==> config.mk <==
export PLATFORM = sky130hd
export DESIGN_NAME = window_linebuf
export DESIGN_NICKNAME = d
export VERILOG_FILES = /design/src/conv_pkg.sv /design/src/window_linebuf.sv /design/src/line_mem.sv
export VERILOG_INCLUDE_DIRS = /design/src /design/src/src
export SDC_FILE = /design/constraint.sdc
export NUM_CORES = 2
export LEC_CHECK = 0
export CORE_MARGIN = 5
export CORE_UTILIZATION = 40
export DETAILED_ROUTE_END_ITERATION = 12
export DONT_BUFFER_PORTS = 1
export HOLD_SLACK_MARGIN = 0.05
export PLACE_DENSITY = 0.57
export SYNTH_ARGS = -nofsm -noshare
export SYNTH_HDL_FRONTEND = slang
export SYNTH_HIERARCHICAL = 1
export SYNTH_SLANG_ARGS = --single-unit
==> constraint.sdc <==
create_clock -name clk -period 7.9 [get_ports clk]
set_input_delay 0 -clock clk [delete_from_list [all_inputs] [get_ports clk]]
set_output_delay 0 -clock clk [all_outputs]
set_load 0.005 [all_outputs]
==> src/conv_macros.svh <==
`ifndef CONV_MACROS_SVH
`define CONV_MACROS_SVH

// filter and image limits
`define MAXLINE 5
`define MAXSIZE 32

// datapath widths
`define DWIDTH 16
`define LWIDTH 6
`define WWIDTH 8

// apb bus widths
`define APB_AWIDTH 8
`define APB_DWIDTH 32

// apb byte offsets
`define REG_CTRL   8'h00
`define REG_STATUS 8'h04
`define REG_IMG    8'h08
`define REG_FIL    8'h0C
`define REG_WGT    8'h40 // base of MAXLINE*MAXLINE weight words

`endif
==> src/conv_pkg.sv <==
`include "conv_macros.svh"

package conv_pkg;

  typedef logic signed [`DWIDTH-1:0] pixel_t;
  typedef logic        [`LWIDTH-1:0] size_t;
  typedef logic signed [`WWIDTH-1:0] weight_t;

  typedef struct packed {
    logic                   psel;
    logic                   penable;
    logic                   pwrite;
    logic [`APB_AWIDTH-1:0] paddr;
    logic [`APB_DWIDTH-1:0] pwdata;
  } apb_req_t;

  typedef struct packed {
    logic [`APB_DWIDTH-1:0] prdata;
    logic                   pready;
    logic                   pslverr;
  } apb_rsp_t;

  typedef struct packed {
    size_t img_size;
    size_t fil_size;
  } conv_cfg_t;

  // entry r*MAXLINE+c is row r, column c
  typedef weight_t [`MAXLINE*`MAXLINE-1:0] kernel_t;
  typedef pixel_t  [`MAXLINE*`MAXLINE-1:0] window_t;

  typedef enum logic [1:0] {LB_WAIT, LB_CHARGE, LB_ACTIVE} linebuf_state_t;

endpackage

==> src/window_linebuf.sv <==
`timescale 1ns/1ns
`include "conv_macros.svh"

module window_linebuf import conv_pkg::*; (
  input  logic      clk,
  input  logic      xrst,
  input  logic      start,
  input  conv_cfg_t cfg,
  input  pixel_t    pix_in,
  output logic      busy,
  output window_t   window,
  output logic      win_valid
);

  localparam int NMEM   = `MAXLINE + 1;
  localparam int SWIDTH = $clog2(NMEM);
  localparam int AWIDTH = $clog2(`MAXSIZE);

  linebuf_state_t    state;
  size_t             col;
  size_t             line;
  logic [SWIDTH-1:0] wr_slot;
  logic [SWIDTH-1:0] slot_q;
  logic              row_end;
  logic              charge_end;
  logic              frame_end;
  logic              take_d;
  pixel_t            rd_data [NMEM];
  pixel_t            col_pix [`MAXLINE];
  window_t           win_next;

  // memory slot holding image row (current row - fil + row)
  function automatic logic [SWIDTH-1:0] row_slot(logic [SWIDTH-1:0] base, size_t fil, int row);
    int s;
    s = int'(base) + NMEM + row - int'(fil);
    return SWIDTH'(s % NMEM);
  endfunction

  assign busy       = state != LB_WAIT;
  assign row_end    = col == cfg.img_size - size_t'(1);
  assign charge_end = row_end && line == cfg.fil_size - size_t'(1);
  assign frame_end  = row_end && line == cfg.img_size; // one flush row after the image

  always_ff @(posedge clk) begin
    if (!xrst) begin
      state <= LB_WAIT;
    end else begin
      case (state)
        LB_WAIT:   if (start) state <= LB_CHARGE;
        LB_CHARGE: if (charge_end) state <= LB_ACTIVE;
        LB_ACTIVE: if (frame_end) state <= LB_WAIT;
        default:   state <= LB_WAIT;
      endcase
    end
  end

  always_ff @(posedge clk) begin
    if (!xrst) begin
      col     <= '0;
      line    <= '0;
      wr_slot <= '0;
    end else if (!busy) begin
      col     <= '0;
      line    <= '0;
      wr_slot <= '0;
    end else if (row_end) begin
      col     <= '0;
      line    <= line + size_t'(1);
      wr_slot <= (wr_slot == SWIDTH'(NMEM - 1)) ? '0 : wr_slot + SWIDTH'(1);
    end else begin
      col <= col + size_t'(1);
    end
  end

  for (genvar m = 0; m < NMEM; m++) begin : g_mem
    line_mem u_mem (
      .clk        (clk),
      .mem_we     (busy && wr_slot == SWIDTH'(m)),
      .mem_addr   (col[AWIDTH-1:0]),
      .write_data (pix_in),
      .read_data  (rd_data[m])
    );
  end

  // new column enters at fil_size-1 and moves left, unused cells stay zero
  for (genvar r = 0; r < `MAXLINE; r++) begin : g_row
    assign col_pix[r] = rd_data[row_slot(slot_q, cfg.fil_size, r)];
    for (genvar c = 0; c < `MAXLINE; c++) begin : g_col
      pixel_t from_right;
      if (c < `MAXLINE - 1) begin : g_shift
        assign from_right = window[r*`MAXLINE + c + 1];
      end else begin : g_edge
        assign from_right = '0;
      end
      assign win_next[r*`MAXLINE + c] =
          (size_t'(r) >= cfg.fil_size || size_t'(c) >= cfg.fil_size) ? '0 :
          (size_t'(c) == cfg.fil_size - size_t'(1)) ? col_pix[r] : from_right;
    end
  end

  always_ff @(posedge clk) begin
    slot_q <= wr_slot; // aligns slot select with registered read
    window <= win_next;
  end

  // two cycles from read address to a complete window
  always_ff @(posedge clk) begin
    if (!xrst) begin
      take_d    <= 1'b0;
      win_valid <= 1'b0;
    end else begin
      take_d    <= state == LB_ACTIVE && col >= cfg.fil_size - size_t'(1);
      win_valid <= take_d;
    end
  end

endmodule

==> src/line_mem.sv <==
`timescale 1ns/1ns
`include "conv_macros.svh"

module line_mem import conv_pkg::*; #(
  parameter  int DEPTH  = `MAXSIZE,
  localparam int AWIDTH = $clog2(DEPTH)
) (
  input  logic              clk,
  input  logic              mem_we,
  input  logic [AWIDTH-1:0] mem_addr,
  input  pixel_t            write_data,
  output pixel_t            read_data
);

  pixel_t mem [DEPTH];

  // read returns the old word on a same-address write
  always_ff @(posedge clk) begin
    if (mem_we) begin
      mem[mem_addr] <= write_data;
    end
    read_data <= mem[mem_addr];
  end

endmodule

==> results.tsv <==
stage	metric	value	unit
grt	vias in the first global route	78061	
pwr	logic gate share of total power	8.6	%
status	failing checks	slew limit	
grt	antenna violations before repair	28	
worst_setup_path	Crit Path Max Fanout	16	
clock_network	Num CTS Buffers	379	
placed_design	final estimated routing congestion in global placement	0.9301	
route	Wirelength per Cell	30.02	microns
timing	min cycle time layout	7.440	ns
timing	Least-Margin Pin Slew	1.718	ns
grt	GRT Total Usage	22.26	%
yosys	synthesis-stage register bit count	3590	
floorplan	IO Pins	433	
route	via density per instance	5.764	
pwr	Power per Cell Area	261.5	mW/mm^2
floorplan	Site Rows	218	
placed_design	dpl cells	13345	
floorplan	Die ar.	0.3665	sq mm
worst_setup_path	CP peak stage delay	0.53	ns
flow_run	max_cap viols	0	
worst_setup_path	Worst setup EP type	flip-flop	
worst_setup_path	delay-heaviest family, CP	simple AND/OR/NAND/NOR gates	
yosys	Synth Cell Area	0.1418	sq mm
pwr	Max VDD drop	0.1794	mV
worst_setup_path	R2R cell count	29	
finish	filler cell count	30448	
timing	period utilization	94.18	%
grt	first-pass GRT wire length	591200	microns
yosys	post-synth top area share	65.06	%
clock_network	# clock sinks	3590	
worst_setup_path	CP startpoint kind	flip-flop	
yosys	largest area contributor in the netlist	edfxtp_1	
timing	worst clock skew	0.07129	ns
worst_setup_path	CP arrival	8.27	ns
yosys	Primary FF master, synth	edfxtp_1	
timing	Max Freq	134.4	MHz
grt	largest net degree at the start of global routing	193	
yosys	top-count cell post-synth	edfxtp_1	
finish	Cell Count, Final, Fillers Out	14124	
status	status	complete, but fails checks	
clock_network	root buffer cell	clkbuf_16	
worst_setup_path	worst flop-to-flop path endpoint	g_row[3].g_col[2].from_right[1]	
timing	slew margin rel.	-14.52	%
hold_path	Hold Path Sink	g_mem[0].u_mem/mem[23][14]	
worst_setup_path	slowest cell on the critical path	nor4_1	
route	1st-iter DRT viols	8396	
hold_path	min-delay src	pix_in[14]	
clock_network	Clock transition at path regs	0.06	ns
worst_setup_path	Worst Path Buf+Inv	4	
route	vias	81414	
placed_design	# port buffers	0	
route	# DRC	0	
yosys	syn avg cell area	15.89	sq um
yosys	unique cell type count in the Yosys netlist	108	
worst_setup_path	Critical Path RT	8.73	ns
yosys	synth cell count leaders	3072 x edfxtp_1, 1613 x mux2i_1, 771 x o22ai_1	
timing	Final Hold Vio Count	0	
worst_setup_path	crit-path most repeated cell	ha_1	
finish	Post-Route Utilization	45.55	%
route	Post-Route WL	424100	microns
floorplan	Initial Util	40.17	%
finish	Final nets	9148	
worst_setup_path	Crit Path Class	flip-flop to flip-flop	
clock_network	CTS tree	done	
yosys	syn_nets	9016	
clock_network	Worst-Skew Late Latency	0.97	ns
pwr	Reg power frac	49.7	%
hold_path	hold path cells	2	
pwr	Int Pwr	31.73	mW
pwr	switching share of power	24.52	%
yosys	Synth Warn #	6	
finish	area grow syn2layout	13.38	%
yosys	cell count after synthesis	8924	
worst_setup_path	worst reg2reg setup slack	0.46	ns
pwr	clock network fraction of total power	41.8	%
timing	Setup violations, final	0	
hold_path	Worst Hold Class	input port to flip-flop	
clock_network	CTS Buffer Depth	4	
worst_setup_path	reg2reg start	slot_q[1]	
route	first drt pass iteration count	6	
floorplan	die width	605.4	microns
yosys	ys async rst share	0	%
placed_design	Final HPWL DP	263900	microns
floorplan	core area	0.3530	sq mm
clock_network	H-tree levels	5	
pwr	leakage	49.01	nW
yosys	EDFF count, synth	3072	
grt	GRT overflow	0	
finish	share of layout cells above drive strength 1	12.46	%
route	Post-DRT Antenna Nets	0	
pwr	switching pwr	10.31	mW
yosys	sequential-to-total area share from yosys stat	72.37	%
yosys	Synth area leaders	edfxtp_1 65%, mux2i_1 11%, dfxtp_1 7.3%, o22ai_1 3.4%, o21ai_0 1.2%	
timing	fin. max-slew vios	72	
floorplan	chip height	605.4	microns
==> layer usage <==
| layer | vias to the layer above | share of wire [%] | track usage, % |
|---|---|---|---|
| li1 | 35651 | - | - |
| met1 | 41839 | 39 | 28.71 |
| met2 | 3237 | 48 | 36.24 |
| met3 | 681 | 8.4 | 4.921 |
| met4 | 6 | 5.0 | 9.629 |
| met5 | - | 0.0085 | 0 |
==> state kept, by name (all words and copies together) (netlist names) <==
name                    count
line                        6
take_d                      1
state                       2
g_mem.u_mem/read_data      96
window                     80
slot_q                      3
g_row.g_col.from_right    320
col                         6
wr_slot                     3
g_mem.u_mem/mem          3072
win_valid                   1
==> per-stage QoR <==
step | area [sq um] | total power, mW | setup TNS, ns | worst slack (ns) | hold slack, ns
after floorplan | 141800 | 22.90 | 0 | 1.532 | 0.09887
after global placement | 147400 | 24.41 | 0 | 0.5111 | 0.1333
after detailed placement | 147400 | 24.45 | 0 | 0.2976 | 0.1314
after CTS | 160600 | 42.30 | 0 | 0.2277 | 0.05367
after global routing | 160700 | 43.29 | -0.002067 | -0.002067 | 0.1222
final | 160800 | 42.04 | 0 | 0.4597 | 0.1059
==> power by group through the flow <==
stage | clock network [mW] | logic, mW | registers [mW]
after floorplan | 0 | 1.78 | 21.1
after global placement | 0 | 3.15 | 21.3
after detailed placement | 0 | 3.19 | 21.3
after CTS | 17.9 | 3.55 | 20.9
after global routing | 18.7 | 3.72 | 20.9
final | 17.6 | 3.60 | 20.9
==> area by class of cell <==
class / instances / area [sq um] / share of cell area (%)
Clock inverter: 202 / 1904 / 1.185
Multi-Input combinational cell: 4707 / 36590 / 22.76
Inverter: 69 / 259.0 / 0.1611
Clock buffer: 498 / 10460 / 6.503
Sequential cell: 3590 / 102600 / 63.84
Antenna cell: 19 / 47.55 / 0.02957
Timing Repair Buffer: 309 / 2958 / 1.840
Tap cell: 4730 / 5918 / 3.681
==> worst max path at each step <==
stage | startpoint | slack (ns) | end | depth (start not counted)
floorplan | slot_q[1] | 1.53 | g_row[3].g_col[3].from_right[10] | 27
global placement | slot_q[1] | 0.51 | window[251] | 26
detailed placement | slot_q[1] | 0.30 | window[253] | 26
CTS | slot_q[1] | 0.23 | g_row[3].g_col[0].from_right[3] | 26
global route | slot_q[1] | -0.002 | g_row[3].g_col[1].from_right[0] | 29
finish | slot_q[1] | 0.46 | g_row[3].g_col[2].from_right[1] | 29
==> cells by family after synthesis <==
family | Yosys count | synth area share (%)
flip-flops | 3590 | 72.37
buffers and inverters | 627 | 2.195
AND/OR/NAND/NOR | 1155 | 4.339
XOR/XNOR | 87 | 0.5824
multiplexers | 1682 | 12.20
AO/OA/AOI/OAI | 1720 | 7.729
adder cells (fa/ha/maj) | 63 | 0.5842
==> cell usage in the layout (no fill, tap or decap), types with 30 or more instances in the layout <==
cell,instances
edfxtp_1,3072
mux2i_1,1612
o22ai_1,771
dfxtp_1,513
clkbuf_16,391
o21ai_0,332
nor2_1,258
a21oi_1,257
buf_4,234
nand2_1,232
nor4_1,207
nor2_2,80
clkbuf_1,76
a22oi_1,68
clkinv_1,68
inv_1,60
clkinv_2,60
xnor2_1,57
ha_1,54
a21oi_2,47
nand3_1,44
nor3_1,43
dlygate4sd3_1,42
nand4bb_1,36
mux2_2,35
mux4_2,32
o21ai_1,31
nand3b_1,30
==> what timing repair did <==
| action | 4_1_cts | 5_1_grt |
|---|---|---|
| hold endpoints to repair | 3376 | 0 |
| setup buffers | 0 | 2 |
| hold buffers | 58 | 0 |
| endpoints found under the setup margin | 0 | 76 |
| gates resized for setup | 0 | 7 |
No activity file was read; power rests on OpenSTA's default activity.
